$ cat config.mk
export PLATFORM = sky130hd
export DESIGN_NAME = output_preprocessor
export DESIGN_NICKNAME = d
export VERILOG_FILES = /design/src/verilog/pid_pkg.sv /design/src/verilog/output_preprocessor.sv
export SDC_FILE = /design/constraint.sdc
export NUM_CORES = 1
export LEC_CHECK = 0
export ABC_AREA = 1
export BUFFER_PORTS_ARGS = -buffer_cell sky130_fd_sc_hd__buf_2
export CAP_MARGIN = 20
export CORE_UTILIZATION = 45
export DETAILED_ROUTE_END_ITERATION = 10
export HOLD_SLACK_MARGIN = 0.15
export SYNTH_ARGS = -nofsm -noshare
export SYNTH_HDL_FRONTEND = slang
export SYNTH_SLANG_ARGS = --single-unit
$ cat constraint.sdc
create_clock -name clk50 -period 1.1 [get_ports clk50]
set_clock_uncertainty 0.1 [all_clocks]
set_input_delay 0.11 -clock clk50 [delete_from_list [all_inputs] [get_ports clk50]]
set_output_delay 0.11 -clock clk50 [all_outputs]
set_load 0.02 [all_outputs]
$ cat src/verilog/pid_pkg.sv
package pid_pkg;

	////////////////////////////////////////
	// widths and channel counts
	////////////////////////////////////////
	localparam int N_ADC      = 4;	// adc channels
	localparam int N_DAC      = 4;	// dac channels
	localparam int W_ADC      = 18;	// adc sample width
	localparam int W_COMP     = 40;	// pid computation width
	localparam int W_EP       = 16;	// config word
	localparam int W_DAC_DATA = 16;	// dac code
	localparam int W_OSM      = 2;	// oversample mode, block of 2^osm
	localparam int W_SEL      = 2;	// router source index
	localparam int W_MLT      = 8;	// preprocessor multiplier

	localparam logic [3:0] DAC_CMD_WRUPD = 4'b0011;	// write input reg n, update dac n

	typedef logic [W_ADC-1:0] sample_t;
	typedef logic signed [W_COMP-1:0] comp_t;
	typedef logic [W_DAC_DATA-1:0] dac_code_t;

	typedef struct packed {
		logic [W_EP-1:0]        setpoint;	// unsigned, compared against the raw sample
		logic signed [W_EP-1:0] p_coef;
		logic signed [W_EP-1:0] i_coef;
		logic signed [W_EP-1:0] d_coef;
	} pid_cfg_s;

	typedef struct packed {
		dac_code_t        min;
		dac_code_t        max;
		dac_code_t        init;	// code for a zero pid value
		logic [W_MLT-1:0] mult;
	} opp_cfg_s;

	typedef struct packed {
		logic             active;
		logic [W_SEL-1:0] src;	// pid channel feeding this output
	} route_s;

	typedef struct packed {
		comp_t value;
		logic  valid;
	} chan_data_s;

	// dac8568 write frame, msb first on the wire
	typedef struct packed {
		logic [3:0] prefix;
		logic [3:0] command;
		logic [3:0] address;
		dac_code_t  data;
		logic [3:0] feature;
	} dac_frame_s;

	typedef union packed {
		dac_frame_s  fields;	// queue side
		logic [31:0] raw;	// shifter side
	} dac_frame_u;

	typedef enum logic [3:0] {
		ADDR_SETPOINT = 4'd0,
		ADDR_P        = 4'd1,
		ADDR_I        = 4'd2,
		ADDR_D        = 4'd3,
		ADDR_OSM      = 4'd4,
		ADDR_MULT     = 4'd5,
		ADDR_MIN      = 4'd6,
		ADDR_MAX      = 4'd7,
		ADDR_INIT     = 4'd8,
		ADDR_ROUTE0   = 4'd9,	// route k lives at 9 + k
		ADDR_ROUTE1   = 4'd10,
		ADDR_ROUTE2   = 4'd11,
		ADDR_ROUTE3   = 4'd12,
		ADDR_CLEAR    = 4'd15	// integrator clear mask, acts at once
	} cfg_addr_e;

endpackage

$ cat src/verilog/output_preprocessor.sv
`timescale 1ns/1ps

module output_preprocessor import pid_pkg::*; (
	input  logic       clk50,
	input  logic       arst_n,
	input  opp_cfg_s   cfg,
	input  chan_data_s din,
	output dac_code_t  code,
	output logic       code_valid
);

	localparam int W_SUM = W_COMP + W_MLT + 2;	// product plus sign plus carry of init

	logic signed [W_SUM-1:0] scaled;	// init + value * mult, no truncation
	logic signed [W_SUM-1:0] lo;
	logic signed [W_SUM-1:0] hi;
	dac_code_t               code_next;

	assign lo = {{(W_SUM - W_DAC_DATA){1'b0}}, cfg.min};
	assign hi = {{(W_SUM - W_DAC_DATA){1'b0}}, cfg.max};

	// multiplier is unsigned, zero-extended before the signed multiply
	assign scaled = W_SUM'(din.value) * $signed({{(W_SUM - W_MLT){1'b0}}, cfg.mult})
		+ $signed({{(W_SUM - W_DAC_DATA){1'b0}}, cfg.init});

	// clamp to the dac code window
	always_comb begin
		if (scaled < lo)
			code_next = cfg.min;
		else if (scaled > hi)
			code_next = cfg.max;
		else
			code_next = scaled[W_DAC_DATA-1:0];
	end

	always_ff @(posedge clk50) begin
		if (din.valid)
			code <= code_next;
	end

	always_ff @(posedge clk50 or negedge arst_n) begin
		if (!arst_n)
			code_valid <= 1'b0;
		else
			code_valid <= din.valid;	// 1 cycle latency
	end

endmodule

Word level (Yosys, flattened, before mapping)
Cells that the tools add are included.

word-level totals
  input port bits = 99
  output and inout port bits = 17
  memories kept = 0
  latch bits = 0
  logic and storage cells = 8
  register bits after elaboration = 17
  ROM bits = 0
  bits in writable memories = 0

cells by class
  reductions and logical operators = 0
  bitwise operators = 0
  $add $sub $neg = 1
  muxes and demuxes = 2
  divide/modulo/power cells = 0
  shift-type cells = 0
  eq/ne operators = 0
  magnitude comparators = 2
  $mul = 1

operators by type and width
  operator                                  number
  adder 49 x 17 -> 50 bit                   1
  greater-than comparator 50 x 17 -> 1 bit  1
  less-than comparator 50 x 17 -> 1 bit     1
  multiplier 40 x 9 -> 49 bit               1
  two-way mux 16 bit                        2

Logic depth before layout (Yosys ltp)
Gate-level depths: netlist of the first run.

  word-level depth = 5
  mapped depth = 38

Worst setup path before layout of the first run
No wires, ideal clock.

  path type = input port to flip-flop
  from = input cfg[0] (netlist name)
  to = register code[6], data pin
  setup time = 0.253 ns
  data arrival time = 5.723 ns
  slack = -4.976 ns
  required time = 0.747 ns
  stages on the path = 36
  cells stage by stage = clkbuf_1 -> nand2_1 -> fa_1 -> inv_1 -> fa_1 -> inv_1 -> fa_1 -> inv_1 -> fa_1 -> inv_1 -> fa_1 -> inv_1 -> ha_1 -> nand2_1 -> inv_1 -> a21oi_1 -> nand2_2 -> nand2_1 -> nand2_1 -> xor2_1 -> ha_1 -> nand2_1 -> nor2_1 -> a211oi_1 -> nand2_1 -> nand2_1 -> nand2_1 -> a21oi_1 -> inv_1 -> nor2_1 -> nand2_2 -> nand2_4 -> buf_6 -> nand2_1 -> nand3_1 -> nand2_1

on the way
  cells in the longest elaborated chain, start to end = 5

ends and longest elaborated chain
  item                                      RTL line                   RTL
  start: declaration                        output_preprocessor.sv:6   input opp_cfg_s cfg,
  multiplier 40 x 9 -> 49 bit (*)           output_preprocessor.sv:23  assign scaled = W_SUM'(din.value) * $signed({{(W_SUM - W_MLT){1'b0}}, cfg.mult})
  adder 49 x 17 -> 50 bit (*)               output_preprocessor.sv:24  + $signed({{(W_SUM - W_DAC_DATA){1'b0}}, cfg.init});
  greater-than comparator 50 x 17 -> 1 bit  output_preprocessor.sv:30  else if (scaled > hi)
  two-way mux 16 bit                        output_preprocessor.sv:30
  two-way mux 16 bit (*)                    output_preprocessor.sv:28  if (scaled < lo)
  named net code_next[6]                    output_preprocessor.sv:17  dac_code_t code_next;
  end signal: assignment                    output_preprocessor.sv:38  code <= code_next;
  end: declaration                          output_preprocessor.sv:8   output dac_code_t code,

The timed path passes the listed nets; every way through them passes the cells marked *.
A chain may end at the register's enable or synchronous reset.

Final worst setup path of the first run
  from = input cfg[0] (netlist name)
  to = register code[0], data pin

The elaborated chain is that of the path after synthesis.

==> results of run 1 <==
-- path summary, 6_finish.rpt --
check | from | to | slack, ns | cells after the start
setup / recovery | cfg[0] | code[0] | -4.68 | 33
hold / removal | cfg[43] | code[3] | 0.15 | 4
max in group asynchronous | arst_n | code_valid | 0.20 | 3
min in group asynchronous | arst_n | code_valid | 0.59 | 3
-- flip-flops by register name, indices dropped and copies added, names as in the netlist --
name        cells
code           16
code_valid      1
-- routing by layer --
| metal | vias up | GRT usage, % | part of all wire [%] |
|---|---|---|---|
| li1 | 7635 | - | - |
| met1 | 7353 | 32.63 | 41 |
| met2 | 398 | 50.21 | 52 |
| met3 | 88 | 0.9268 | 3.7 |
| met4 | 0 | 7.444 | 3.2 |
| met5 | - | 0 | 0 |
-- layout by cell type, fill, tap and decap left out, types with 3 or more instances in the layout --
cell and instances:
nor3_1 4, a21oi_1 29, nor2_2 26, dlygate4sd3_1 16
nand4_1 28, nor3_2 3, o21ai_0 13, nand2_1 741
xor2_2 8, clkbuf_16 5, o21bai_1 5, buf_12 16
nand3_1 42, nor2_1 75, a21oi_2 16, inv_1 670
buf_4 309, edfxtp_1 16, buf_2 102, fa_1 258
buf_6 11, ha_1 143, buf_8 4, nand2_8 3
nand3_2 34, nor2_4 18, nand3b_1 9, ha_4 25
inv_2 29, nand2_4 20, xnor2_1 7, nand2_2 70
-- stage by stage --
stage | setup TNS (ns) | hold WS, ns | utilization, % | cells
finish | -74.50 | 0.1505 | 60.34 | 3241
global route | -78.33 | 0.1745 | 60.34 | 3241
CTS | -73.66 | 0.1501 | 58.12 | 3229
detailed placement | -81.21 | -0.2129 | 55.47 | 3191
global placement | -80.14 | -0.2156 | 55.47 | 3191
floorplan | -72.77 | -0.2856 | - | 2394
-- what timing repair did --
action / 4_1_cts / 5_1_grt
setup buffers: 16 / 11
endpoints found under the hold margin: 15 / 0
resized for setup: 129 / 166
endpoints found under the setup margin: 16 / 16
hold buffers: 16 / 0
pin swaps: 51 / 77
cloned: 2 / 3
-- cell type report --
type	count	area share (%)
timing repair buffer	463	17.21
sequential	17	2.425
timing repair inverter	1	0.04202
tap	455	2.731
inverter	701	12.68
clock buffer	3	0.3602
clock inverter	1	0.02401
multi-input combinational	1600	64.52
-- worst max-delay path: cells and delay by family --
| family | cells | cell delay [ns] |
|---|---|---|
| adders and majority gates | 7 | 2.86 |
| AOI/OAI and AO/OA | 1 | 0.12 |
| and+or+nand+nor | 14 | 1.19 |
| buffers and inverters | 10 | 1.20 |
| xor gates and xnor gates | 1 | 0.16 |
-- cell families (layout without fill, tap and decap cells) --
family / Yosys count / count (layout) / share of synthesized area (%)
flops: 17 / 17 / 3.198
fa+ha+maj: 430 / 430 / 46.39
simple gates: 1074 / 1075 / 27.66
buf+inv: 778 / 1169 / 19.01
xor+xnor: 20 / 20 / 1.156
compound gates: 75 / 75 / 2.596
==> flow_summary.yaml, run 1 <==
setup_path:
  critPathKind: "in2reg"
  slowest_delay_ns: 0.61
  worstSetupStartpointType: "input pin"
  path_max_fanout: 8
  crit_required_ns: 1.01
  slowest_stage: "fa_1"
  end_kind: "flip-flop"
  arrival_ns: 5.68
timing:
  fmax_mhz: 173.1
  setup_ws_ns: -4.676
  post-route-period-util_pct: 525.1
  worst_slew_pin_slew_ns: 0.5153
  slew_headroom_pct: 65.40
  rsz0062_at_grt: "yes"
  hold_viol: 0
  fin_crit_ns: 5.776
  slew_viol_final: 0
  setup-violations-final: 16
grt:
  grt_max_degree: 25
  antenna_found_initial: 0
  grt_pass1_vias: 15700
  grt_use_total_pct: 26.56
  grt_pass1_wl_mm: 76.58
  grt-ovfl-total: 0
synth:
  synth_edf_count: 16
  syn_area_per_cell_um2: 6.603
  synth_ff_type: "edfxtp_1"
  synth.cells.most_frequent: "nand2_1 (819), inv_1 (697), fa_1 (260)"
  synth_top_area_cell: "fa_1"
  yosysSeqAreaShare_pct: 3.198
  yosys_warnings: 0
  synth.area.top_cells: "fa_1 (33%), nand2_1 (19%), inv_1 (17%)"
  synthesis.nets: 2923
  ys_ff_latch: 17
  yosysMostFrequentCell: "nand2_1"
  synth_cell_types: 39
  syn_area_um2: 15810
  synth_top_area_share_pct: 32.93
  netlist_instances: 2394
  postSynth.asyncResetShare_pct: 5.882
cts:
  cts_tree: "built"
  htree_levels: 1
  root_buffer: "clkbuf_16"
  numClockSinks: 17
  clk_pin_slew_worst_paths_ns: 0.05
  clk_path_buf_depth: 2
  cts-buffers-inserted: 3
drt:
  vias_per_cell: 4.774
  ant_nets: 0
  vias: 15470
  wl_mm: 47.34
  wl_per_cell_um: 14.61
  first_pass_iters: 9
  drt_iter0_markers: 892
  drc: 0
die:
  die_area_um2: 35880
  initial_utilization_pct: 45.76
  io_pins: 116
  die_w_um: 189.4
  fp.dieH_um: 189.4
  core_um2: 34540
  num_rows: 68
status:
  status: "finished, violations left"
  violations: "negative setup slack"
layout:
  num_antenna_cells: 0
  fillers: 3249
  final_layout_size_suffix_gt1_share_pct: 25.66
  syn2layout_area_growth_pct: 31.86
  fin_area_um2: 20840
  fin_nets: 3316
  regArea_um2: 505.5
  multi_input_area_um2: 13450
place:
  portBuffers: 115
  finalWeightedCongestion: 0.9356
  pre_cts_ws_ns: -5.093
  placed_area_um2: 19160
  place_hpwl_mm: 40.31
hold_path:
  min_path_type: "in2reg"
job:
  drv_cap: 0
Power of run 1 is not shown: default switching activity piles up to over one toggle a cycle in this logic, so the estimate is an artifact.
==> run 2: changes to the inputs <==
Settings changed: CORE_UTILIZATION 45 to 40, MAX_ROUTING_LAYER set to met4.
==> run 2 against run 1 <==
Net effect:
- the flow still finishes with violations (negative setup slack)
- wire length down 2.8%
- via count down 2.2%
- sequential cell count unchanged
- worst setup slack better by 0.0044 ns
- critical endpoint is now code[7]
- highest routed layer unchanged
==> flow_summary.yaml, run 2 (same netlist as run 1, synthesis figures left out) <==
timing:
  slew_viol_final: 0
  post-route-period-util_pct: 524.7
  worst_slew_pin_slew_ns: 0.6388
  fin_crit_ns: 5.772
  fmax_mhz: 173.3
  hold_viol: 0
  rsz0062_at_grt: "yes"
  setup_ws_ns: -4.672
  setup-violations-final: 16
  slew_headroom_pct: 57.11
status:
  status: "finished, violations left"
  violations: "negative setup slack"
cts:
  htree_levels: 1
  cts-buffers-inserted: 3
  numClockSinks: 17
  clk_path_buf_depth: 2
  root_buffer: "clkbuf_16"
  cts_tree: "built"
  clk_pin_slew_worst_paths_ns: 0.06
layout:
  largest_reg_flops: 16
  final_layout_size_suffix_gt1_share_pct: 20.55
  syn2layout_area_growth_pct: 26.59
  fin_nets: 3289
  top_register: "code"
  fillers: 3924
  top_regs: "code: 16 flops, code_valid: 1 flops"
  num_antenna_cells: 0
  layout_commonest_cell: "nand2_1"
  layout_common_cells: "nand2_1 (786), inv_1 (692), buf_4 (296)"
  fin_area_um2: 20010
die:
  core_um2: 38830
  die_w_um: 200.8
  num_rows: 72
  die_area_um2: 40310
  io_pins: 116
  initial_utilization_pct: 40.71
  fp.dieH_um: 200.8
drt:
  drt_iter0_markers: 769
  vias: 15140
  drc: 0
  vias_per_cell: 4.619
  wl_mm: 46.03
  first_pass_iters: 5
  wl_per_cell_um: 14.05
  ant_nets: 0
setup_path:
  slowest_stage: "fa_1"
  slowest_delay_ns: 0.53
  worstSetupStartpointType: "input pin"
  critPathKind: "in2reg"
  crit_required_ns: 1.13
  end_kind: "flip-flop"
  arrival_ns: 5.80
  path_max_fanout: 15
grt:
  grt_pass1_vias: 15310
  grt_max_degree: 22
  grt-ovfl-total: 0
  grt_pass1_wl_mm: 75.04
  grt_use_total_pct: 23.80
  antenna_found_initial: 0
place:
  portBuffers: 115
  placed_area_um2: 19100
  finalWeightedCongestion: 0.9493
  place_hpwl_mm: 41.14
hold_path:
  hold_depth: 4
  min_path_type: "in2reg"
job:
  drv_cap: 0
run 2: stage by stage:
stage                     std cells  hold slack [ns]  utilization (%)  TNS, ns  setup slack [ns]
after floorplan                2394          -0.2856                -   -72.77            -4.593
after detailed placement       3242          -0.2134            49.19   -83.00            -5.208
final                          3277           0.1531            51.53   -74.46            -4.672
after CTS                      3272           0.1525            50.72   -74.50            -4.672
after global placement         3242          -0.2156            49.19   -81.40            -5.093
after global routing           3277           0.1616            51.53   -79.01            -4.962
run 2: area by class of cell:
| class | instances | area (um^2) | share of cell area (%) |
|---|---|---|---|
| clock buffer | 3 | 75.07 | 0.3752 |
| clock inverter | 1 | 5.005 | 0.02501 |
| inverter | 701 | 2636 | 13.18 |
| multi-input combinational | 1600 | 12880 | 64.39 |
| sequential | 17 | 505.5 | 2.526 |
| tap | 518 | 648.1 | 3.239 |
| timing repair buffer | 437 | 3254 | 16.26 |
run 2: worst max-delay path: cells and delay by family:
kind,cells,cell delay (ns)
AO/OA/AOI/OAI,3,0.51
AND/OR/NAND/NOR,15,1.21
buffers and inverters,10,0.77
adder cells (fa/ha/maj),7,3.00
XOR/XNOR,1,0.18
run 2: worst paths after layout:
| kind | slack (ns) | start | to |
|---|---|---|---|
| hold / removal | 0.15 | cfg[45] | code[5] |
| setup / recovery | -4.67 | cfg[0] | code[7] |
| min in group asynchronous | 0.60 | arst_n | code_valid |
| max in group asynchronous | 0.19 | arst_n | code_valid |
run 2: repair_timing:
action,4_1_cts,5_1_grt
setup endpoints to repair,16,16
gates resized for setup,59,67
pin swaps,25,36
hold buffers,16,0
hold endpoints to repair,15,0
buffers inserted,8,5
cloned,2,0
run 2: routing by layer:
layer / GRT usage (%) / routed length, um / vias to the layer above
li1: - / - / 7576
met1: 29.65 / 19370 / 7128
met2: 42.44 / 23740 / 365
met3: 1.282 / 1773 / 69
met4: 5.262 / 1141 / 0
met5: - / 0 / -
Power of run 2 is left out for the same reason.
==> run 3: changes to the inputs <==
Settings changed: CORE_UTILIZATION 40 to 55, PLACE_DENSITY set to 0.74.
==> run 3 against run 2 <==
Net effect:
- the flow still finishes with violations (negative setup slack)
- hold slack improved by 0.015 ns
- die area fell by 27%
- utilization rose by 22 points
- sequential share of layout area fell by 0.066 points
- fmax fell by 2.4%
==> flow_summary.yaml, run 3 (same netlist as run 1, synthesis figures left out) <==
status:
  status: "finished, violations left"
  violations: "negative setup slack"
die:
  core_um2: 28010
  num_rows: 61
  io_pins: 116
  die_area_um2: 29420
  die_w_um: 171.5
  fp.dieH_um: 171.5
  initial_utilization_pct: 56.43
cts:
  numClockSinks: 17
  clk_pin_slew_worst_paths_ns: 0.06
  cts-buffers-inserted: 3
  clk_path_buf_depth: 2
  htree_levels: 1
  cts_tree: "built"
  root_buffer: "clkbuf_16"
drt:
  ant_nets: 0
  vias_per_cell: 5.075
  vias: 16000
  wl_per_cell_um: 15.61
  drt_iter0_markers: 1166
  first_pass_iters: 6
  drc: 0
  wl_mm: 49.21
setup_path:
  slowest_stage: "fa_1"
  slowest_delay_ns: 0.54
  critPathKind: "in2reg"
  arrival_ns: 5.80
  end_kind: "flip-flop"
  crit_required_ns: 0.99
  path_max_fanout: 11
  worstSetupStartpointType: "input pin"
timing:
  setup-violations-final: 16
  fmax_mhz: 169.0
  worst_slew_pin_slew_ns: 0.6292
  post-route-period-util_pct: 537.9
  rsz0062_at_grt: "yes"
  setup_ws_ns: -4.816
  slew_headroom_pct: 57.75
  hold_viol: 0
  fin_crit_ns: 5.916
  slew_viol_final: 0
place:
  finalWeightedCongestion: 0.9524
  place_hpwl_mm: 39.81
  portBuffers: 115
  dp.cells: 3111
grt:
  grt_pass1_vias: 15770
  use_met3_pct: 2.071
  antenna_found_initial: 1
  grt-ovfl-total: 0
  grt_util_met1_pct: 39.16
  grt_use_total_pct: 33.35
  busiest_layer: "met2"
  grt_max_degree: 28
  use_met2_pct: 59.37
  grt_pass1_wl_mm: 74.95
layout:
  syn2layout_area_growth_pct: 29.99
  layout_common_cells: "nand2_1 (757), inv_1 (679), buf_4 (295)"
  top_register: "code"
  layout_commonest_cell: "nand2_1"
  final_layout_size_suffix_gt1_share_pct: 24.08
  stdcell_count: 3153
  fin_nets: 3304
  top_regs: "code: 16 flops, code_valid: 1 flops"
  largest_reg_flops: 16
hold_path:
  min_path_type: "in2reg"
job:
  drv_cap: 0
run 3: metrics by stage:
stage	setup WS, ns	utilization [%]	hold slack (ns)	area, um^2	TNS, ns
3_5_place_dp	-5.127	67.76	-0.2141	18980	-81.66
6_report	-4.816	73.36	0.1684	20550	-75.62
5_1_grt	-4.983	73.36	0.1933	20550	-78.53
4_1_cts	-4.552	70.51	0.1581	19750	-72.62
3_3_place_gp	-5.046	67.76	-0.2159	18980	-80.58
2_1_floorplan	-4.593	-	-0.2856	16060	-72.77
run 3: worst max-delay path, delay by kind of cell:
kind            cells  cell delay (ns)
xor+xnor            1             0.20
compound gates      2             0.19
fa+ha+maj           7             3.03
simple gates       17             1.47
buf+inv            10             0.81
run 3: routing by layer:
metal	vias to the layer above	wire [um]
met2	628	25130
met1	7593	18870
li1	7614	-
met4	0	2463
met5	-	0
met3	165	2735
run 3: timing repair:
action | in CTS | in global routing
gates cloned | 3 | 3
pin swaps | 45 | 61
resized for setup | 112 | 162
buffers inserted | 6 | 8
setup endpoints to repair | 16 | 16
hold endpoints to repair | 16 | 0
hold buffers | 17 | 0
run 3: path summary, 6_finish.rpt:
check	startpoint	to	slack, ns	cells after the start
min in group asynchronous	arst_n	code_valid	0.58	3
worst max-delay path	cfg[1]	code[0]	-4.82	37
worst min-delay path	cfg[42]	code[2]	0.17	4
max in group asynchronous	arst_n	code_valid	0.22	3
run 3: final cells by class:
class	count	area (um^2)
timing repair buffer	452	3537
tap	378	473.0
sequential	17	505.5
antenna	1	2.502
inverter	701	2639
clock inverter	1	5.005
multi-input combinational	1600	13310
fill	2221	7463
clock buffer	3	75.07
Power of run 3 is left out for the same reason.
