### src/verilog/pid_pkg.sv
package pid_pkg;

	////////////////////////////////////////
	// widths and channel counts
	////////////////////////////////////////
	localparam int N_ADC      = 4;	// adc channels
	localparam int N_DAC      = 4;	// dac channels
	localparam int W_ADC      = 18;	// adc sample width
	localparam int W_COMP     = 40;	// pid computation width
	localparam int W_EP       = 16;	// config word
	localparam int W_DAC_DATA = 16;	// dac code
	localparam int W_OSM      = 2;	// oversample mode, block of 2^osm
	localparam int W_SEL      = 2;	// router source index
	localparam int W_MLT      = 8;	// preprocessor multiplier

	localparam logic [3:0] DAC_CMD_WRUPD = 4'b0011;	// write input reg n, update dac n

	typedef logic [W_ADC-1:0] sample_t;
	typedef logic signed [W_COMP-1:0] comp_t;
	typedef logic [W_DAC_DATA-1:0] dac_code_t;

	typedef struct packed {
		logic [W_EP-1:0]        setpoint;	// unsigned, compared against the raw sample
		logic signed [W_EP-1:0] p_coef;
		logic signed [W_EP-1:0] i_coef;
		logic signed [W_EP-1:0] d_coef;
	} pid_cfg_s;

	typedef struct packed {
		dac_code_t        min;
		dac_code_t        max;
		dac_code_t        init;	// code for a zero pid value
		logic [W_MLT-1:0] mult;
	} opp_cfg_s;

	typedef struct packed {
		logic             active;
		logic [W_SEL-1:0] src;	// pid channel feeding this output
	} route_s;

	typedef struct packed {
		comp_t value;
		logic  valid;
	} chan_data_s;

	// dac8568 write frame, msb first on the wire
	typedef struct packed {
		logic [3:0] prefix;
		logic [3:0] command;
		logic [3:0] address;
		dac_code_t  data;
		logic [3:0] feature;
	} dac_frame_s;

	typedef union packed {
		dac_frame_s  fields;	// queue side
		logic [31:0] raw;	// shifter side
	} dac_frame_u;

	typedef enum logic [3:0] {
		ADDR_SETPOINT = 4'd0,
		ADDR_P        = 4'd1,
		ADDR_I        = 4'd2,
		ADDR_D        = 4'd3,
		ADDR_OSM      = 4'd4,
		ADDR_MULT     = 4'd5,
		ADDR_MIN      = 4'd6,
		ADDR_MAX      = 4'd7,
		ADDR_INIT     = 4'd8,
		ADDR_ROUTE0   = 4'd9,	// route k lives at 9 + k
		ADDR_ROUTE1   = 4'd10,
		ADDR_ROUTE2   = 4'd11,
		ADDR_ROUTE3   = 4'd12,
		ADDR_CLEAR    = 4'd15	// integrator clear mask, acts at once
	} cfg_addr_e;

endpackage

### src/verilog/oversample_filter.sv
`timescale 1ns/1ps

module oversample_filter import pid_pkg::*; (
	input  logic             clk50,
	input  logic             arst_n,
	input  logic [W_OSM-1:0] osm,
	input  sample_t          sample,
	input  logic             sample_valid,
	output sample_t          avg,
	output logic             avg_valid
);

	localparam int OSM_MAX = (1 << W_OSM) - 1;	// largest shift, 3
	localparam int W_SUM   = W_ADC + OSM_MAX;	// 21 bits holds 8 samples

	logic [W_SUM-1:0]   sum_q;
	logic [W_SUM-1:0]   sum_next;	// block sum including this sample
	logic [OSM_MAX-1:0] cnt_q;	// samples already in the block
	logic               last;

	assign sum_next = sum_q + W_SUM'(sample);
	// >= so a smaller osm mid-block still closes the block
	assign last = ({1'b0, cnt_q} >= ((4'd1 << osm) - 4'd1));

	always_ff @(posedge clk50 or negedge arst_n) begin
		if (!arst_n) begin
			sum_q     <= '0;
			cnt_q     <= '0;
			avg_valid <= 1'b0;
		end else begin
			avg_valid <= sample_valid && last;
			if (sample_valid) begin
				sum_q <= last ? '0 : sum_next;	// restart block after the last sample
				cnt_q <= last ? '0 : cnt_q + 1'b1;
			end
		end
	end

	// floor of the mean, the shift drops the remainder
	always_ff @(posedge clk50) begin
		if (sample_valid && last)
			avg <= sample_t'(sum_next >> osm);
	end

endmodule

### config.mk
export PLATFORM = sky130hd
export DESIGN_NAME = oversample_filter
export DESIGN_NICKNAME = d
export VERILOG_FILES = /design/src/verilog/pid_pkg.sv /design/src/verilog/oversample_filter.sv
export SDC_FILE = /design/constraint.sdc
export NUM_CORES = 1
export LEC_CHECK = 0
export BUFFER_PORTS_ARGS = -buffer_cell sky130_fd_sc_hd__buf_4
export CAP_MARGIN = 20
export CORE_AREA = 2 2 78 80
export CTS_BUF_LIST = sky130_fd_sc_hd__clkbuf_2 sky130_fd_sc_hd__clkbuf_4 sky130_fd_sc_hd__clkbuf_8
export CTS_CLUSTER_SIZE = 40
export DETAILED_ROUTE_END_ITERATION = 8
export DIE_AREA = 0 0 80 82
export HOLD_SLACK_MARGIN = 0.08
export PLACE_DENSITY = 0.74
export SLEW_MARGIN = 25
export SYNTH_ARGS = -nofsm -noshare
export SYNTH_HDL_FRONTEND = slang
export SYNTH_SLANG_ARGS = --single-unit
### constraint.sdc
create_clock -name clk50 -period 5.7 [get_ports clk50]
set_clock_uncertainty 0.15 [all_clocks]
set_input_delay 0.855 -clock clk50 [delete_from_list [all_inputs] [get_ports clk50]]
set_output_delay 0.855 -clock clk50 [all_outputs]
set_load 0.05 [all_outputs]
# --- After elaboration in Yosys (flattened, before gate mapping) ---
# Cells that the tools add are included.
classes:
  add_sub_neg: 3
  order_cmp: 1
  shifts: 2
  n_mux: 2
  reduce_logical: 1
op_table:
  columns: ["cell", "count"]
  rows:
  - ["$add 21x18->21", 1]
  - ["$mux 21", 1]
  - ["$shr 21x2->18", 1]
  - ["$ge 3x4->1", 1]
  - ["$shl 1x2->4 const A", 1]
  - ["$sub 4x1->4 const B", 1]
  - ["$add 3x1->3 const B", 1]
  - ["$mux 3", 1]
  - ["$logic_and 1x1->1", 1]
totals:
  ff_bits: 43
  input_bits: 23
  output_inout_bits: 19

# --- Longest topological paths before layout ---
# Gate-level depths: netlist of run 1.
depth:
  ltp_word: 4
  ltp_mapped: 10
  depth_no_buf: 9

# --- Least setup slack after synthesis of run 1 ---
# No wires, ideal clock.
synth_path:
  path_kind: "in2reg"
  startpoint: "input port sample[0]"
  endpoint: "register avg[13] (data pin)"
  setup_ns: 0.272
  t_arrival_ns: 2.923
  path_slack_ns: 2.355
  stages: 9
  path_cell_list: "ha_1 fa_1 a211oi_1 o211ai_1 a21oi_1 and2b_1 o21ai_1 xor2_1 mux4_2"
synth_between:
  elab_chain_cells: 2
synth_rtl:
  columns: ["element", "line_no", "text"]
  rows:
  - ["from (decl)", "oversample_filter.sv:7", "input sample_t sample,"]
  - ["$add 21x18->21", "oversample_filter.sv:21", "assign sum_next = sum_q + W_SUM'(sample);"]
  - ["$shr 21x2->18", "oversample_filter.sv:42", "avg <= sample_t'(sum_next >> osm);"]
  - ["to (signal assigned)", "oversample_filter.sv:42", null]
  - ["to (decl)", "oversample_filter.sv:9", "output sample_t avg,"]
# No other way between the ends.
# A chain may end at the register's enable or synchronous reset.

# --- Worst setup path in the final report of run 1 ---
# Same ends and word-level chain as after synthesis.

==> impl_metrics.prom, run 1 <==
# TYPE chip_impl_metric gauge
chip_impl_metric{name="n_fill_cell",unit=""} 491
chip_impl_metric{name="timing.final.ws_setup",unit="ps"} 2240
chip_impl_metric{name="ir_drop",unit="mV"} 0.268
chip_impl_metric{name="timing.final.setup_violations",unit=""} 0
chip_impl_metric{name="r2r_worst_path_depth",unit=""} 9
chip_impl_metric{name="yosys_warnings",unit=""} 0
chip_impl_metric{name="power-per-cell-area",unit="nW/um^2"} 599
chip_impl_metric{name="half_perimeter_wire_length_of_the_detailed_placement_result",unit="mm"} 5.03
chip_impl_metric{name="p_leak",unit="uW"} 0.00151
chip_impl_info{name="worstSetupEndpointType",value="register"} 1
chip_impl_metric{name="h-tree-depth",unit=""} 2
chip_impl_info{name="setup.worst_path.start",value="sample[0]"} 1
chip_impl_metric{name="numPlacedInstances",unit=""} 392
chip_impl_metric{name="synth_area",unit="sq um"} 3020
chip_impl_metric{name="antenna_violating_nets_post_route",unit=""} 0
chip_impl_metric{name="fin_nets",unit=""} 370
chip_impl_metric{name="fp-row-count",unit=""} 28
chip_impl_info{name="worstReg2RegStart",value="sum_q[0]$_DFFE_PN0P_"} 1
chip_impl_metric{name="maxSlewHeadroom",unit=""} 0.366
chip_impl_metric{name="mapped_nets",unit=""} 334
chip_impl_metric{name="num_antenna_cells",unit=""} 0
chip_impl_metric{name="insertion_delay",unit="ps"} 300
chip_impl_metric{name="postCtsResizedCells",unit=""} 0
chip_impl_info{name="netlist_top_cells_area",value="dfrtp_1 (21%), edfxtp_1 (18%), ha_1 (9.1%)"} 1
chip_impl_metric{name="via_count",unit=""} 2402
chip_impl_metric{name="asyncSetResetFlopFracSynth",unit=""} 0.581
chip_impl_metric{name="grt_pass1_vias",unit=""} 2357
chip_impl_metric{name="io_pins",unit=""} 42
chip_impl_metric{name="cts_buf_count",unit=""} 5
chip_impl_metric{name="synth_seq_cells",unit=""} 43
chip_impl_metric{name="wirelength",unit="mm"} 6.82
chip_impl_metric{name="report.final.slew_viol_count",unit=""} 0
chip_impl_metric{name="detailedRoute.firstPassIterationCount",unit=""} 4
chip_impl_info{name="grt.busiest_layer",value="met2"} 1
chip_impl_metric{name="final-hold-violation-count",unit=""} 0
chip_impl_info{name="critical_path.reg2reg.endpoint",value="avg[13]$_DFFE_PP_"} 1
chip_impl_metric{name="critical_path_peak_fanout",unit=""} 3
chip_impl_metric{name="numPortBuffers",unit=""} 41
chip_impl_metric{name="grt.met2_usage",unit=""} 0.364
chip_impl_metric{name="layout_worst_path_cycle_share",unit=""} 0.607
chip_impl_metric{name="cts.reportedPaths.clkPinSlew",unit="ps"} 90
chip_impl_info{name="unrepaired_setup_endpoints_after_global_routing",value="false"} 1
chip_impl_metric{name="r2r_slack",unit="ps"} 2510
chip_impl_metric{name="layout-drive-gt1-share",unit=""} 0.200
chip_impl_metric{name="timing.max_cap.violations",unit=""} 0
chip_impl_metric{name="clock.fmax",unit="MHz"} 289
chip_impl_metric{name="gr-total-overflow",unit=""} 0
chip_impl_info{name="synth_most_common_cell",value="nand2_1"} 1
chip_impl_metric{name="setup-tns-final",unit="ps"} 0
chip_impl_metric{name="postSynthCellCount",unit=""} 288
chip_impl_metric{name="die_w",unit="um"} 80
chip_impl_metric{name="grt_max_degree",unit=""} 26
chip_impl_metric{name="initial_utilization",unit=""} 0.525
chip_impl_metric{name="die_h",unit="um"} 82
chip_impl_metric{name="post-cts-setup-buffer-count",unit=""} 0
chip_impl_metric{name="number_of_enable_type_register_cells_in_the_synthesized_netlist",unit=""} 18
chip_impl_metric{name="placeableCoreArea",unit="sq um"} 5750
chip_impl_metric{name="grt_util_all_layers",unit=""} 0.224
chip_impl_metric{name="synthDominantCellAreaShare",unit=""} 0.207
chip_impl_metric{name="yosys.cell_types.count",unit=""} 53
chip_impl_metric{name="synth-seq-area-share",unit=""} 0.387
chip_impl_metric{name="drc_errors",unit=""} 0
chip_impl_metric{name="critPathArrivalTime",unit="ps"} 3350
chip_impl_info{name="cp-start-kind",value="input pin"} 1
chip_impl_metric{name="holdBufCountCts",unit=""} 0
chip_impl_metric{name="groute.layer.met3.usage",unit=""} 0.0385
chip_impl_info{name="synth_area_leader_cell",value="dfrtp_1"} 1
chip_impl_info{name="cts_tree",value="built"} 1
chip_impl_metric{name="final.min_clock_period",unit="ps"} 3460
chip_impl_metric{name="cts.sinks",unit=""} 43
chip_impl_info{name="worstSetupEndpoint",value="avg[13]$_DFFE_PP_"} 1
chip_impl_metric{name="globalplace.congestion",unit=""} 0.898
chip_impl_metric{name="worst_slew_pin_slew",unit="ps"} 951
chip_impl_metric{name="timing.critical_path.required",unit="ps"} 5590
chip_impl_metric{name="grt_antenna_before_repair",unit=""} 0
chip_impl_info{name="synth_commonest_cells",value="nand2_1 (26), dfrtp_1 (25), ha_1 (22)"} 1
chip_impl_metric{name="final_std_cells_w_o_fill",unit=""} 400
chip_impl_metric{name="route.detailed.wl_per_inst",unit="um"} 17.1
chip_impl_metric{name="groute.layer.met1.usage",unit=""} 0.310
chip_impl_info{name="min-delay-path-class",value="in -> async"} 1
chip_impl_metric{name="areaGrowthSynthToFinish",unit="%"} 14.8
chip_impl_metric{name="detail_route.iter0.violations",unit=""} 142
chip_impl_info{name="clk_root_buffer_cell",value="clkbuf_8"} 1
chip_impl_info{name="critPathKind",value="in -> reg"} 1
chip_impl_metric{name="vias_per_cell",unit=""} 6.01
chip_impl_metric{name="dpl_worst_slack",unit="ps"} 1930
chip_impl_metric{name="ctsLongestPathBuffers",unit=""} 2
chip_impl_info{name="status",value="finished, final reports clean"} 1
chip_impl_info{name="postSynth.topFlopCell",value="dfrtp_1"} 1
chip_impl_metric{name="grt_pass1_wl",unit="mm"} 11.5
chip_impl_metric{name="mean_area_per_synthesized_cell",unit="sq um"} 10.5
chip_impl_metric{name="fp.dieArea",unit="sq um"} 6560
[registers in the layout, indices dropped and copies added (netlist names)]
signal and cells:
avg 18, cnt_q 3, avg_valid 1, sum_q 21
[power breakdown]
part	internal [uW]	switching (uW)	total, uW
Sequential	492	65.1	558
Clock	85.5	110	196
Combinational	517	806	1320
[metal layers]
metal  vias up  part of all wire
met3        11             0.053
li1       1173                 -
met4         0             0.016
met1      1152              0.46
met5         -                 0
met2        66              0.47
[cell usage in the layout, fill, tap and decap left out, types with 6 or more instances in the layout]
| cell type | Yosys | layout |
|---|---|---|
| buf_4 | 0 | 41 |
| nand2_1 | 26 | 26 |
| dfrtp_1 | 25 | 25 |
| ha_1 | 22 | 22 |
| a21oi_1 | 19 | 19 |
| edfxtp_1 | 18 | 18 |
| nor2_1 | 16 | 15 |
| a22o_1 | 15 | 15 |
| xnor2_1 | 12 | 12 |
| o21ai_0 | 11 | 11 |
| mux2i_1 | 11 | 11 |
| xor2_1 | 8 | 8 |
| mux4_2 | 7 | 7 |
| a211oi_1 | 6 | 6 |
| a21o_1 | 6 | 6 |
| inv_1 | 6 | 6 |
[through the flow]
step | hold WS [ps] | power (uW) | util | instance area, sq um
after floorplan | 309 | 1570 | - | 3020
after global placement | 326 | 1850 | 0.587 | 3370
after detailed placement | 330 | 1880 | 0.588 | 3380
after CTS | 312 | 2080 | 0.603 | 3460
after global routing | 320 | 2230 | 0.603 | 3460
final | 299 | 2080 | 0.603 | 3460
[worst max-delay path, cell delays in order]
cell and delay [ps]:
buf_4 110, ha_1 240, fa_1 430, a211oi_1 320
o211ai_1 190, a21oi_1 220, and2b_1 180, o21ai_1 120
xor2_1 190, mux4_2 490
[layout make-up]
type / count / area (sq um) / share of cell area
clock buffer: 5 / 68.8 / 0.0199
clock inverter: 3 / 20.0 / 0.00578
inverter: 7 / 26.3 / 0.00758
multi-input combinational: 226 / 1780 / 0.514
sequential: 43 / 1170 / 0.337
tap: 75 / 93.8 / 0.0271
timing repair buffer: 41 / 308 / 0.0888
[how the worst min path moves through the flow]
stage	endpoint	slack (ps)	startpoint
6_report	sum_q[6]$_DFFE_PN0P_	300	arst_n
3_3_place_gp	sum_q[3]$_DFFE_PN0P_	330	sum_q[3]$_DFFE_PN0P_
2_1_floorplan	sum_q[0]$_DFFE_PN0P_	310	sum_q[0]$_DFFE_PN0P_
5_1_grt	sum_q[6]$_DFFE_PN0P_	320	arst_n
3_5_place_dp	sum_q[3]$_DFFE_PN0P_	330	sum_q[3]$_DFFE_PN0P_
4_1_cts	sum_q[10]$_DFFE_PN0P_	310	arst_n
[cell families (layout without fill, tap and decap cells)]
| group | after synthesis | count (layout) | share of synthesized area |
|---|---|---|---|
| AOI/OAI and AO/OA | 97 | 97 | 0.239 |
| buffers and inverters | 19 | 56 | 0.0236 |
| DFF | 43 | 43 | 0.387 |
| muxes | 18 | 18 | 0.0888 |
| xor gates and xnor gates | 20 | 20 | 0.0581 |
| adders and majority gates | 23 | 23 | 0.0979 |
| and+or+nand+nor | 68 | 68 | 0.106 |
Note: power is estimated with default switching activity, not from simulation.
==> run 2: changes to the inputs <==
- PLACE_DENSITY: 0.74 -> 0.77
- clock period: 5.7 -> 2.9 ns (I/O delays scaled with it)
==> impl_metrics.prom, run 2 (synthesis gave the netlist of run 1 again) <==
# TYPE chip_impl_metric gauge
chip_impl_metric{name="critical_path_peak_fanout",unit=""} 3
chip_impl_metric{name="clock.fmax",unit="MHz"} 350
chip_impl_info{name="worst_hold_endpoint",value="cnt_q[0]$_DFFE_PN0P_"} 1
chip_impl_metric{name="timing.critical_path.required",unit="ps"} 2790
chip_impl_metric{name="p_leak",unit="uW"} 0.00170
chip_impl_info{name="worstSetupEndpointType",value="register"} 1
chip_impl_metric{name="finish.utilization",unit=""} 0.666
chip_impl_info{name="critPathKind",value="reg -> reg"} 1
chip_impl_metric{name="cts.sinks",unit=""} 43
chip_impl_metric{name="r2r_worst_path_depth",unit=""} 9
chip_impl_info{name="cp_max_delay_cell",value="mux4_2"} 1
chip_impl_metric{name="layout_worst_path_cycle_share",unit=""} 0.986
chip_impl_metric{name="grt_antenna_before_repair",unit=""} 0
chip_impl_metric{name="final-hold-violation-count",unit=""} 0
chip_impl_metric{name="report.final.slew_viol_count",unit=""} 0
chip_impl_metric{name="initial_utilization",unit=""} 0.525
chip_impl_metric{name="num_antenna_cells",unit=""} 0
chip_impl_metric{name="route.detailed.wl_per_inst",unit="um"} 17.8
chip_impl_metric{name="antenna_violating_nets_post_route",unit=""} 0
chip_impl_metric{name="n_fill_cell",unit=""} 478
chip_impl_info{name="unrepaired_setup_endpoints_after_global_routing",value="true"} 1
chip_impl_metric{name="globalplace.congestion",unit=""} 0.909
chip_impl_metric{name="grt_util_all_layers",unit=""} 0.245
chip_impl_metric{name="r2r_slack",unit="ps"} 40
chip_impl_metric{name="h-tree-depth",unit=""} 2
chip_impl_info{name="layout.cells.most_common_list",value="buf_4 (74), nand2_1 (26), dfrtp_1 (25)"} 1
chip_impl_metric{name="maxSlewHeadroom",unit=""} 0.705
chip_impl_metric{name="layout-drive-gt1-share",unit=""} 0.314
chip_impl_info{name="cp-start-kind",value="register"} 1
chip_impl_metric{name="postLayoutCellArea",unit="sq um"} 3830
chip_impl_metric{name="fp.dieArea",unit="sq um"} 6560
chip_impl_metric{name="io_pins",unit=""} 42
chip_impl_metric{name="min_delay_path_depth",unit=""} 2
chip_impl_metric{name="number_of_flip_flops_under_the_largest_register_name",unit=""} 21
chip_impl_info{name="worstReg2RegStart",value="sum_q[0]$_DFFE_PN0P_"} 1
chip_impl_metric{name="place_area",unit="sq um"} 3590
chip_impl_metric{name="final.min_clock_period",unit="ps"} 2860
chip_impl_metric{name="detail_route.iter0.violations",unit=""} 210
chip_impl_metric{name="cts_buf_count",unit=""} 5
chip_impl_info{name="min-delay-path-class",value="in -> reg"} 1
chip_impl_info{name="biggestRegsByFlops",value="sum_q (21), avg (18), cnt_q (3)"} 1
chip_impl_metric{name="area_occupied_by_multi_input_gates",unit="sq um"} 1870
chip_impl_metric{name="gr-total-overflow",unit=""} 0
chip_impl_info{name="critical_path.reg2reg.endpoint",value="avg[13]$_DFFE_PP_"} 1
chip_impl_metric{name="power-per-cell-area",unit="nW/um^2"} 1200
chip_impl_metric{name="vias_per_cell",unit=""} 6.01
chip_impl_metric{name="critPathArrivalTime",unit="ps"} 2750
chip_impl_metric{name="fin_nets",unit=""} 405
chip_impl_metric{name="cts.reportedPaths.clkPinSlew",unit="ps"} 90
chip_impl_metric{name="ctsLongestPathBuffers",unit=""} 2
chip_impl_info{name="max_flop_register",value="sum_q"} 1
chip_impl_metric{name="die_w",unit="um"} 80
chip_impl_metric{name="regArea",unit="sq um"} 1170
chip_impl_info{name="path_cells",value="ha_2 -> fa_2 -> a211oi_2 -> o211ai_1 -> a21oi_1 -> and2b_1 -> o21ai_2 -> xor2_2 -> mux4_2"} 1
chip_impl_metric{name="insertion_delay",unit="ps"} 300
chip_impl_metric{name="areaGrowthSynthToFinish",unit="%"} 26.9
chip_impl_metric{name="numPortBuffers",unit=""} 41
chip_impl_metric{name="timing.max_cap.violations",unit=""} 0
chip_impl_metric{name="fp-row-count",unit=""} 28
chip_impl_metric{name="numPlacedInstances",unit=""} 418
chip_impl_metric{name="drc_errors",unit=""} 0
chip_impl_metric{name="worst_slew_pin_slew",unit="ps"} 440
chip_impl_info{name="cts_tree",value="built"} 1
chip_impl_metric{name="detailedRoute.firstPassIterationCount",unit=""} 5
chip_impl_metric{name="half_perimeter_wire_length_of_the_detailed_placement_result",unit="mm"} 5.69
chip_impl_metric{name="timing.final.setup_violations",unit=""} 0
chip_impl_metric{name="die_h",unit="um"} 82
chip_impl_metric{name="cpPeakStageDelay",unit="ps"} 480
chip_impl_info{name="status",value="finished, final reports clean"} 1
chip_impl_metric{name="placeableCoreArea",unit="sq um"} 5750
chip_impl_info{name="clk_root_buffer_cell",value="clkbuf_8"} 1
chip_impl_metric{name="grt_max_degree",unit=""} 26
chip_impl_info{name="hp-start",value="sample_valid"} 1
chip_impl_metric{name="via_count",unit=""} 2615
chip_impl_metric{name="grt_pass1_wl",unit="mm"} 12.2
chip_impl_metric{name="ir_drop",unit="mV"} 0.613
chip_impl_metric{name="grt_pass1_vias",unit=""} 2507
chip_impl_metric{name="wirelength",unit="mm"} 7.75
chip_impl_metric{name="final_std_cells_w_o_fill",unit=""} 435
chip_impl_info{name="mostFrequentLayoutCell",value="buf_4"} 1
run 2: cell count changes in the layout (fill, tap and decap cells not counted), moves of 2 or more:
cell      previous run  this run
a211oi_1             6         4
xnor2_1             12         9
ha_1                22        19
xnor2_2              0         3
buf_4               41        74
ha_2                 0         2
run 2: per-stage QoR:
| step | hold slack, ps | TNS [ps] | setup WS, ps | total power [uW] |
|---|---|---|---|---|
| 2_1_floorplan | -10.6 | 0 | 17.1 | 3100 |
| 3_3_place_gp | 213 | -567 | -186 | 3900 |
| 3_5_place_dp | 219 | -831 | -221 | 3980 |
| 4_1_cts | 247 | 0 | 3.24 | 4440 |
| 5_1_grt | 259 | -143 | -58.2 | 4900 |
| 6_report | 245 | 0 | 39.7 | 4610 |
run 2: metal layers:
metal	track usage	wire, um	vias to the layer above
li1	-	-	1241
met2	0.413	3860	93
met5	0	0	-
met4	0.103	148	0
met1	0.320	3270	1266
met3	0.0319	472	15
run 2: worst max path at each step:
stage,start,end,cells after the start
after floorplan,osm[1],avg[0]$_DFFE_PP_,8
after global placement,sample[0],avg[13]$_DFFE_PP_,10
after detailed placement,sample[0],avg[13]$_DFFE_PP_,10
after CTS,sum_q[1]$_DFFE_PN0P_,avg[13]$_DFFE_PP_,7
after global routing,sum_q[0]$_DFFE_PN0P_,avg[13]$_DFFE_PP_,9
final,sum_q[0]$_DFFE_PN0P_,avg[13]$_DFFE_PP_,9
run 2: worst max-delay path: cells and delay by family, from the launching register on:
family | cells | cell delay, ps
muxes | 1 | 480
xor gates and xnor gates | 1 | 160
DFF | 1 | 400
adders and majority gates | 2 | 540
AOI/OAI and AO/OA | 4 | 690
and+or+nand+nor | 1 | 180
run 2: layout make-up:
cell class,instances,share of cell area
clock inverter,3,0.00523
multi-input combinational,226,0.488
inverter,7,0.00686
tap,75,0.0245
clock buffer,5,0.0180
sequential,43,0.305
timing repair buffer,76,0.153
run 2: where the power goes:
| group | total (uW) | internal, uW | leakage (uW) | switching, uW |
|---|---|---|---|---|
| Sequential | 1100 | 965 | 0.000490 | 133 |
| Combinational | 3120 | 1370 | 0.00117 | 1750 |
| Clock | 390 | 168 | 0.0000418 | 221 |
| Total | 4610 | 2510 | 0.00170 | 2110 |
run 2: what timing repair did:
item	4_1_cts	5_1_grt
endpoints found under the setup margin	2	9
setup buffers	3	5
pin swaps	1	4
resized for setup	4	12
endpoints found under the hold margin	25	0
hold buffers	1	0
